### src/rtl/smc_pkg.sv
// Static memory controller shared definitions
// Bus widths, timing field sizes, request queue geometry, the packed
// request layout and the access state encoding
package smc_pkg;

  // ------------------------------------------------------------
  // Memory bus
  // ------------------------------------------------------------
  localparam int addr_w = 16;                 // Word address
  localparam int data_w = 16;                 // One 16-bit word per access

  // Timing settings, snapshotted per request
  localparam int csle_w = 2;                  // CS leading edge, 0..3 cycles
  localparam int ws_w   = 8;                  // Wait states, 0..255
  localparam int cste_w = 2;                  // CS trailing edge, 0..3 cycles

  // ------------------------------------------------------------
  // Request queue
  // ------------------------------------------------------------
  localparam int queue_depth = 4;
  localparam int queue_ptr_w = $clog2(queue_depth);      // Power of two depth
  localparam int queue_cnt_w = $clog2(queue_depth + 1);  // Holds 0..depth

  // Packed entry layout, LSB first
  localparam int cste_lsb  = 0;
  localparam int ws_lsb    = cste_lsb + cste_w;
  localparam int csle_lsb  = ws_lsb + ws_w;
  localparam int wdata_lsb = csle_lsb + csle_w;
  localparam int addr_lsb  = wdata_lsb + data_w;
  localparam int write_bit = addr_lsb + addr_w;      // 1 = write access
  localparam int req_w     = write_bit + 1;          // 45 bits in all

  // Access sequence
  typedef enum logic [2:0] {
    idle  = 3'd0,                             // Nothing pending, CS high
    store = 3'd1,                             // Pop and load counters
    le    = 3'd2,                             // CS only, leading edge
    rw    = 3'd3,                             // OE or WE low
    float = 3'd4                              // CS only, trailing edge
  } smc_state_e;

endpackage

### src/rtl/smc_counters.sv
// SMC access counters
// Leading-edge, wait-state and trailing-edge down-counters, loaded from
// the head entry in the store cycle and stepped by the state machine.
// The zero flags are decoded straight from the counter values
module smc_counters (
  input  logic                      sys_clk6,
  input  logic                      n_sys_reset6,
  input  logic                      load,
  input  logic [smc_pkg::req_w-1:0] head_data,
  input  logic                      le_enable,
  input  logic                      ws_enable,
  input  logic                      cste_enable,
  output logic                      le_zero,
  output logic                      ws_zero,
  output logic                      cste_zero
);
  import smc_pkg::*;

  logic [csle_w-1:0] le_count;                // LE cycles left after this one
  logic [ws_w-1:0]   ws_count;                // RW cycles left after this one
  logic [cste_w-1:0] cste_count;              // Float cycles still to run

  // ------------------------------------------------------------
  // Leading edge
  // ------------------------------------------------------------
  // Loaded one short, so LE lasts exactly csle cycles
  // Value unused when csle is zero, LE is skipped then
  always_ff @(posedge sys_clk6 or negedge n_sys_reset6)
  begin
    if (!n_sys_reset6)
      le_count <= '0;
    else if (load)
      le_count <= head_data[csle_lsb +: csle_w] - 1'b1;
    else if (le_enable)
      le_count <= le_count - 1'b1;
  end

  // ------------------------------------------------------------
  // Wait states
  // ------------------------------------------------------------
  // RW runs from ws down to zero, ws+1 cycles
  always_ff @(posedge sys_clk6 or negedge n_sys_reset6)
  begin
    if (!n_sys_reset6)
      ws_count <= '0;
    else if (load)
      ws_count <= head_data[ws_lsb +: ws_w];
    else if (ws_enable)
      ws_count <= ws_count - 1'b1;
  end

  // ------------------------------------------------------------
  // Trailing edge
  // ------------------------------------------------------------
  // Stepped on every edge into float, including the RW exit,
  // so float holds for cste cycles
  always_ff @(posedge sys_clk6 or negedge n_sys_reset6)
  begin
    if (!n_sys_reset6)
      cste_count <= '0;
    else if (load)
      cste_count <= head_data[cste_lsb +: cste_w];
    else if (cste_enable)
      cste_count <= cste_count - 1'b1;
  end

  // Zero flags
  assign le_zero   = (le_count == '0);
  assign ws_zero   = (ws_count == '0);
  assign cste_zero = (cste_count == '0);

endmodule

### src/rtl/smc_host_if.sv
// SMC host interface
// Holds the three timing registers written by the host and turns each
// request strobe into one queue push, packing the access with a
// snapshot of the timing registers as they stood before that edge
module smc_host_if (
  input  logic                       sys_clk6,
  input  logic                       n_sys_reset6,
  input  logic                       cfg_wr,
  input  logic [smc_pkg::csle_w-1:0] cfg_csle,
  input  logic [smc_pkg::ws_w-1:0]   cfg_ws,
  input  logic [smc_pkg::cste_w-1:0] cfg_cste,
  input  logic                       req_valid,
  input  logic                       req_write,
  input  logic [smc_pkg::addr_w-1:0] req_addr,
  input  logic [smc_pkg::data_w-1:0] req_wdata,
  output logic                       push,
  output logic [smc_pkg::req_w-1:0]  push_data
);
  import smc_pkg::*;

  logic [csle_w-1:0] csle_r;                  // Current leading edge setting
  logic [ws_w-1:0]   ws_r;                    // Current wait states
  logic [cste_w-1:0] cste_r;                  // Current trailing edge setting

  // ------------------------------------------------------------
  // Timing configuration registers
  // ------------------------------------------------------------
  always_ff @(posedge sys_clk6 or negedge n_sys_reset6)
  begin
    if (!n_sys_reset6)
    begin
      csle_r <= '0;
      ws_r   <= '0;
      cste_r <= '0;
    end
    else if (cfg_wr)
    begin
      csle_r <= cfg_csle;
      ws_r   <= cfg_ws;
      cste_r <= cfg_cste;
    end
  end

  // Push strobe, one cycle behind req_valid
  always_ff @(posedge sys_clk6 or negedge n_sys_reset6)
  begin
    if (!n_sys_reset6)
      push <= 1'b0;
    else
      push <= req_valid;
  end

  // ------------------------------------------------------------
  // Entry packing
  // ------------------------------------------------------------
  // Old settings win when cfg_wr and req_valid share a cycle
  always_ff @(posedge sys_clk6)
  begin
    if (req_valid)
    begin
      push_data[write_bit]              <= req_write;
      push_data[addr_lsb +: addr_w]     <= req_addr;
      push_data[wdata_lsb +: data_w]    <= req_wdata;
      push_data[csle_lsb +: csle_w]     <= csle_r;   // Snapshot
      push_data[ws_lsb +: ws_w]         <= ws_r;
      push_data[cste_lsb +: cste_w]     <= cste_r;
    end
  end

endmodule

### src/rtl/smc_req_fifo.sv
// SMC request queue
// Circular buffer between the host interface and the timing engine,
// with read and write pointers and an occupancy count. The head entry
// is always visible; a push while full is dropped
module smc_req_fifo (
  input  logic                      sys_clk6,
  input  logic                      n_sys_reset6,
  input  logic                      push,
  input  logic [smc_pkg::req_w-1:0] push_data,
  input  logic                      pop,
  output logic [smc_pkg::req_w-1:0] head_data,
  output logic                      queue_empty,
  output logic                      queue_full
);
  import smc_pkg::*;

  logic [req_w-1:0]       mem [queue_depth];  // Entry storage
  logic [queue_ptr_w-1:0] wr_ptr;
  logic [queue_ptr_w-1:0] rd_ptr;
  logic [queue_cnt_w-1:0] count;              // Entries held
  logic                   do_push;
  logic                   do_pop;

  assign do_push = push && !queue_full;
  assign do_pop  = pop && !queue_empty;

  // Flags straight from the count
  assign queue_empty = (count == '0);
  assign queue_full  = (count == queue_cnt_w'(queue_depth));

  assign head_data = mem[rd_ptr];             // Oldest entry

  // ------------------------------------------------------------
  // Storage write
  // ------------------------------------------------------------
  always_ff @(posedge sys_clk6)
  begin
    if (do_push)
      mem[wr_ptr] <= push_data;
  end

  // Pointers wrap naturally, depth is a power of two
  always_ff @(posedge sys_clk6 or negedge n_sys_reset6)
  begin
    if (!n_sys_reset6)
    begin
      wr_ptr <= '0;
      rd_ptr <= '0;
      count  <= '0;
    end
    else
    begin
      if (do_push)
        wr_ptr <= wr_ptr + 1'b1;
      if (do_pop)
        rd_ptr <= rd_ptr + 1'b1;
      // Push and pop together leave count alone
      if (do_push && !do_pop)
        count <= count + 1'b1;
      else if (do_pop && !do_push)
        count <= count - 1'b1;
    end
  end

endmodule

### src/rtl/smc_state.sv
// SMC access state machine
// Sequences idle, store, leading edge, read/write and float for each
// queued request, drives chip select and the two strobes from the
// state, holds address and write data for the whole access, latches
// read data and raises the completion strobes. A waiting request is
// started straight from the end of the previous access
module smc_state (
  input  logic                       sys_clk6,
  input  logic                       n_sys_reset6,
  input  logic                       queue_empty,
  input  logic [smc_pkg::req_w-1:0]  head_data,
  input  logic                       le_zero,
  input  logic                       ws_zero,
  input  logic                       cste_zero,
  input  logic [smc_pkg::data_w-1:0] mem_rdata,
  output logic                       pop,
  output logic                       load,
  output logic                       le_enable,
  output logic                       ws_enable,
  output logic                       cste_enable,
  output logic                       mem_cs_n,
  output logic                       mem_oe_n,
  output logic                       mem_we_n,
  output logic [smc_pkg::addr_w-1:0] mem_addr,
  output logic [smc_pkg::data_w-1:0] mem_wdata,
  output logic                       rd_valid,
  output logic [smc_pkg::data_w-1:0] rd_data,
  output logic                       acc_done,
  output logic                       smc_idle
);
  import smc_pkg::*;

  smc_state_e state;                          // Registered state
  smc_state_e next_state;
  logic       write_r;                        // Direction of current access
  logic       done;                           // Last cycle of an access
  logic       latch_data;                     // Sample mem_rdata this cycle

  // ------------------------------------------------------------
  // Access end and read sample points
  // ------------------------------------------------------------
  assign done = ((state == rw) && ws_zero && cste_zero) ||
                ((state == float) && cste_zero);

  assign latch_data = (state == rw) && ws_zero && !write_r;  // Last RW cycle

  // ------------------------------------------------------------
  // Next state
  // ------------------------------------------------------------
  always_comb
  begin
    next_state = state;
    case (state)
      idle:
        if (!queue_empty)
          next_state = store;
      store:
        if (head_data[csle_lsb +: csle_w] != '0)  // Counters not loaded yet
          next_state = le;
        else
          next_state = rw;
      le:
        if (le_zero)
          next_state = rw;
      rw:
        if (ws_zero)
        begin
          if (!cste_zero)
            next_state = float;
          else if (!queue_empty)
            next_state = store;                 // Back-to-back, CS held
          else
            next_state = idle;
        end
      float:
        if (cste_zero)
          next_state = queue_empty ? idle : store;
      default:
        next_state = idle;
    endcase
  end

  always_ff @(posedge sys_clk6 or negedge n_sys_reset6)
  begin
    if (!n_sys_reset6)
      state <= idle;
    else
      state <= next_state;
  end

  // Queue and counter control
  assign pop         = (state == store);
  assign load        = (state == store);     // Same cycle as the pop
  assign le_enable   = (state == le) && !le_zero;
  assign ws_enable   = (state == rw) && !ws_zero;
  assign cste_enable = (next_state == float);

  // ------------------------------------------------------------
  // Access registers, captured on the pop
  // ------------------------------------------------------------
  always_ff @(posedge sys_clk6 or negedge n_sys_reset6)
  begin
    if (!n_sys_reset6)
      write_r <= 1'b0;
    else if (pop)
      write_r <= head_data[write_bit];
  end

  always_ff @(posedge sys_clk6)
  begin
    if (pop)
    begin
      mem_addr  <= head_data[addr_lsb +: addr_w];   // Held until next store
      mem_wdata <= head_data[wdata_lsb +: data_w];
    end
    if (latch_data)
      rd_data <= mem_rdata;
  end

  // Memory pins from the state
  assign mem_cs_n = (state == idle);
  assign mem_oe_n = !((state == rw) && !write_r);
  assign mem_we_n = !((state == rw) && write_r);

  // ------------------------------------------------------------
  // Completion strobes, cycle after the access ends
  // ------------------------------------------------------------
  always_ff @(posedge sys_clk6 or negedge n_sys_reset6)
  begin
    if (!n_sys_reset6)
    begin
      acc_done <= 1'b0;
      rd_valid <= 1'b0;
    end
    else
    begin
      acc_done <= done;
      rd_valid <= done && !write_r;           // Reads only
    end
  end

  assign smc_idle = (state == idle);

endmodule

### src/rtl/smc_top.sv
// Static memory controller top level
// Host interface feeding a four-entry request queue, drained by the
// access state machine and its timing counters toward one SRAM bank
module smc_top (
  input  logic                       sys_clk6,
  input  logic                       n_sys_reset6,
  input  logic                       cfg_wr,
  input  logic [smc_pkg::csle_w-1:0] cfg_csle,
  input  logic [smc_pkg::ws_w-1:0]   cfg_ws,
  input  logic [smc_pkg::cste_w-1:0] cfg_cste,
  input  logic                       req_valid,
  input  logic                       req_write,
  input  logic [smc_pkg::addr_w-1:0] req_addr,
  input  logic [smc_pkg::data_w-1:0] req_wdata,
  output logic                       queue_full,
  output logic                       rd_valid,
  output logic [smc_pkg::data_w-1:0] rd_data,
  output logic                       acc_done,
  output logic                       smc_idle,
  output logic                       mem_cs_n,
  output logic                       mem_oe_n,
  output logic                       mem_we_n,
  output logic [smc_pkg::addr_w-1:0] mem_addr,
  output logic [smc_pkg::data_w-1:0] mem_wdata,
  input  logic [smc_pkg::data_w-1:0] mem_rdata
);
  import smc_pkg::*;

  logic             push;                     // Host IF to queue
  logic [req_w-1:0] push_data;
  logic             pop;                      // Engine to queue
  logic             load;                     // Engine to counters
  logic [req_w-1:0] head_data;
  logic             queue_empty;
  logic             le_enable;
  logic             ws_enable;
  logic             cste_enable;
  logic             le_zero;
  logic             ws_zero;
  logic             cste_zero;

  // ------------------------------------------------------------
  // Producer, buffer, consumer
  // ------------------------------------------------------------
  smc_host_if smc_host_if_i (
    .sys_clk6     (sys_clk6),
    .n_sys_reset6 (n_sys_reset6),
    .cfg_wr       (cfg_wr),
    .cfg_csle     (cfg_csle),
    .cfg_ws       (cfg_ws),
    .cfg_cste     (cfg_cste),
    .req_valid    (req_valid),
    .req_write    (req_write),
    .req_addr     (req_addr),
    .req_wdata    (req_wdata),
    .push         (push),
    .push_data    (push_data)
  );

  smc_req_fifo smc_req_fifo_i (
    .sys_clk6     (sys_clk6),
    .n_sys_reset6 (n_sys_reset6),
    .push         (push),
    .push_data    (push_data),
    .pop          (pop),
    .head_data    (head_data),
    .queue_empty  (queue_empty),
    .queue_full   (queue_full)
  );

  smc_counters smc_counters_i (
    .sys_clk6     (sys_clk6),
    .n_sys_reset6 (n_sys_reset6),
    .load         (load),
    .head_data    (head_data),
    .le_enable    (le_enable),
    .ws_enable    (ws_enable),
    .cste_enable  (cste_enable),
    .le_zero      (le_zero),
    .ws_zero      (ws_zero),
    .cste_zero    (cste_zero)
  );

  smc_state smc_state_i (
    .sys_clk6     (sys_clk6),
    .n_sys_reset6 (n_sys_reset6),
    .queue_empty  (queue_empty),
    .head_data    (head_data),
    .le_zero      (le_zero),
    .ws_zero      (ws_zero),
    .cste_zero    (cste_zero),
    .mem_rdata    (mem_rdata),
    .pop          (pop),
    .load         (load),
    .le_enable    (le_enable),
    .ws_enable    (ws_enable),
    .cste_enable  (cste_enable),
    .mem_cs_n     (mem_cs_n),
    .mem_oe_n     (mem_oe_n),
    .mem_we_n     (mem_we_n),
    .mem_addr     (mem_addr),
    .mem_wdata    (mem_wdata),
    .rd_valid     (rd_valid),
    .rd_data      (rd_data),
    .acc_done     (acc_done),
    .smc_idle     (smc_idle)
  );

endmodule

### config.mk
export PLATFORM = sky130hd
export DESIGN_NAME = smc_top
export DESIGN_NICKNAME = d
export VERILOG_FILES = /design/src/rtl/smc_pkg.sv /design/src/rtl/smc_counters.sv /design/src/rtl/smc_host_if.sv /design/src/rtl/smc_req_fifo.sv /design/src/rtl/smc_state.sv /design/src/rtl/smc_top.sv
export SDC_FILE = /design/constraint.sdc
export NUM_CORES = 1
export LEC_CHECK = 0
export ABC_CLOCK_PERIOD_IN_PS = 7150
export BUFFER_PORTS_ARGS = -buffer_cell sky130_fd_sc_hd__buf_2
export CORE_AREA = 2 2 153 155
export CTS_CLUSTER_SIZE = 28
export DETAILED_ROUTE_END_ITERATION = 8
export DIE_AREA = 0 0 155 157
export PLACE_DENSITY = 0.69
export SLEW_MARGIN = 10
export SYNTH_ARGS = -nofsm -noshare
export SYNTH_HDL_FRONTEND = slang
export SYNTH_SLANG_ARGS = --single-unit
### constraint.sdc
create_clock -name sys_clk6 -period 7.15 [get_ports sys_clk6]
set_clock_uncertainty 0.05 [all_clocks]
set_input_delay 1.43 -clock sys_clk6 [delete_from_list [all_inputs] [get_ports sys_clk6]]
set_output_delay 1.43 -clock sys_clk6 [all_outputs]
set_load 0.01 [all_outputs]
==> reports/qor.yml <==
cts:
  postCtsHoldBufs: 0
  tritoncts: "built"
  cts_num_sinks: 311
  cts_max_path_buffers: 3
  root_buffer: "clkbuf_16"
  clkTransAtPathRegs_ns: 0.06
  cts_made_buffers: 31
  h-tree-depth: 1
  cts_resized: 0
  clk_latency_ns: 0.53
  post_cts_buffers: 0
layout:
  area_growth_pct: 16.4
  antenna_cells: 0
  drive_gt1_share_pct: 34.8
  layout.nets: 717
  filler_cell_count: 1589
power:
  ir_worst_vdd_mv: 0.225
  pwr-share-seq_pct: 52.3
  pwr-share-clk_pct: 29.7
  sw_frac_of_total_pct: 25.5
  finalPower_mw: 4.97
  p_per_area_nw_per_um2: 382
  power_switching_mw: 1.27
  comb_power_share_pct: 18.0
  power.leakage_nw: 4.61
  intPower_mw: 3.70
timing:
  grt_setup_unrepaired: "no"
  post-route-period-util_pct: 43.6
  maxSlewHeadroom_pct: 22.3
  hold_viol: 0
  drv_slew: 0
  period_needed_ns: 3.12
  fmax_mhz: 321
  setup_violations: 0
  setup_tns_ns: 0
  tightest_slew_ns: 1.16
critical_path:
  critical_path_class: "register to output pin"
  worstReg2RegStart: "smc_counters_i.ws_count[1]"
  crit_path_max_incr_delay_ns: 0.48
  cp-startpoint: "smc_state_i.state[2]"
  crit_arrival_ns: 1.64
  r2r-end: "smc_state_i.rd_data[6]"
  ff2ff_path_depth: 5
  cp_num_buf_inv: 1
  cp-end-kind: "output pin"
  crit_path_start_kind: "register"
  worstPathRequired_ns: 5.67
  crit_path_top_delay_cell: "dfrtp_1"
  cp.depth: 3
  path_max_fanout: 10
  cpLargestDelayFamily: "flip-flops"
  crit_end: "mem_oe_n"
  crit_chain: "and3b_1, nand2b_1, buf_2"
  reg2reg_setup_slack_ns: 4.47
yosys:
  synth_largest_area_cell: "edfxtp_1"
  yosysTopAreaCellShare_pct: 73.4
  ys_seq_area_share_pct: 81.9
  synth_edf_count: 273
  synthArstFlopShare_pct: 12.2
  ys_warn_count: 0
  synth_fp_nets: 579
  yosysUniqueCellTypes: 48
  synth_common_cells: "edfxtp_1, mux4_2, dfrtp_1"
  syn_avg_cell_area_um2: 22.1
  synth_ff_type: "edfxtp_1"
  yosysMostFrequentCell: "edfxtp_1"
  synth_seq_cells: 311
  synthTopCellsByArea: "edfxtp_1, mux4_2, dfrtp_1, mux2_2, ha_1"
  syn-cell-area_um2: 11200
  syn_inst: 506
grt:
  grt_max_degree: 49
  antenna_found_initial: 0
  grt_pass1_wl_um: 29400
  grt_usage_pct: 15.7
  grt_util_met3_pct: 2.75
  grt_pass1_vias: 5527
  gr-usage-met1_pct: 19.7
  top_usage_layer: "met2"
  grt_overflow: 0
  use_met2_pct: 28.6
floorplanning:
  start_util_pct: 49.7
  core-area_um2: 22500
  num_io_pins: 120
  chipHeight_um: 157
  die_x_um: 155
  dieArea_um2: 24300
  row_count: 55
routing:
  vias: 5075
  via_per_inst: 5.34
  post_drt_wl_per_cell_um: 19.7
  firstDrtPassIters: 4
  drc_errors: 0
  totalWireLength_um: 18700
  drt.antenna.violating_nets: 0
  drt_iter0_markers: 225
job:
  max_cap_viol_count: 0
place:
  hpwl_um: 10600
  io_buffers: 119
  place.gp.congestion: 0.757
run_status:
  status: "finished, final reports clean"
min_path:
  min_path_type: "register to register"
==> power by group through the flow <==
stage	Combinational, mW	Clock (mW)	Sequential [mW]
after global placement	0.880	0	2.61
after global routing	0.976	1.58	2.65
final	0.894	1.48	2.60
after CTS	0.912	1.51	2.61
after floorplan	0.747	0	2.52
after detailed placement	0.912	0	2.65
==> per-layer routing <==
| layer | part of all wire (%) | wire length, um |
|---|---|---|
| met1 | 41 | 7660 |
| met2 | 53 | 9950 |
| met3 | 4.8 | 890 |
| met4 | 1.1 | 206 |
| met5 | 0 | 0 |
==> layout make-up <==
class / instances / area (um^2) / area share [%]
tap: 285 / 357 / 2.74
clock inverter: 10 / 93.8 / 0.721
timing repair buffer: 124 / 636 / 4.89
clock buffer: 45 / 838 / 6.44
sequential: 311 / 9150 / 70.4
multi-input combinational: 167 / 1900 / 14.6
inverter: 9 / 33.8 / 0.260
==> layout by cell type (no fill, tap or decap), types with 6 or more instances in the layout <==
cell type and count:
mux4_2 45, mux2_2 14, dfrtp_1 36, clkbuf_1 13, nand2_1 20, buf_4 6, ha_1 7, inv_1 8
o21ai_0 7, nor2_1 12, clkbuf_16 31, nor3_1 7, buf_2 118, edfxtp_1 273
==> worst min-delay path by stage <==
stage / startpoint / to / slack, ns / depth (start not counted)
6_report: smc_host_if_i.ws_r[5] / smc_host_if_i.push_data[7] / 0.40 / 0
5_1_grt: smc_host_if_i.csle_r[0] / smc_host_if_i.push_data[10] / 0.42 / 0
4_1_cts: smc_host_if_i.csle_r[0] / smc_host_if_i.push_data[10] / 0.40 / 0
3_5_place_dp: smc_host_if_i.csle_r[0] / smc_host_if_i.push_data[10] / 0.39 / 0
3_3_place_gp: smc_host_if_i.cste_r[1] / smc_host_if_i.push_data[1] / 0.38 / 0
2_1_floorplan: smc_host_if_i.cste_r[0] / smc_host_if_i.push_data[0] / 0.37 / 0
==> sequential cells by signal (all words and copies together) (netlist names), 3 cells and up <==
signal / flops
smc_state_i.mem_addr: 16
smc_host_if_i.push_data: 45
smc_counters_i.ws_count: 8
smc_req_fifo_i.mem: 180
smc_state_i.state: 3
smc_req_fifo_i.count: 3
smc_state_i.rd_data: 16
smc_host_if_i.ws_r: 8
smc_state_i.mem_wdata: 16
==> cell families (layout without fill, tap and decap cells) <==
group / after synthesis / in the layout / synth area share (%)
compound gates: 23 / 23 / 1.39
fa+ha+maj: 8 / 8 / 0.963
buf+inv: 28 / 188 / 1.19
flops: 311 / 311 / 81.9
xor+xnor: 10 / 10 / 0.784
simple gates: 65 / 65 / 3.16
mux: 61 / 61 / 10.7
==> per-stage QoR <==
stage          setup WS (ns)  area (um^2)  hold slack [ns]  instances  util [%]
2_1_floorplan           4.62        11200            0.371        506         -
3_3_place_gp            4.36        12100            0.377        896      53.7
3_5_place_dp            4.32        12100            0.389        896      53.7
4_1_cts                 4.01        13000            0.401        951      57.8
5_1_grt                 3.95        13000            0.416        951      57.8
6_report                4.03        13000            0.403        951      57.8
No activity file was read; power rests on OpenSTA's default activity.
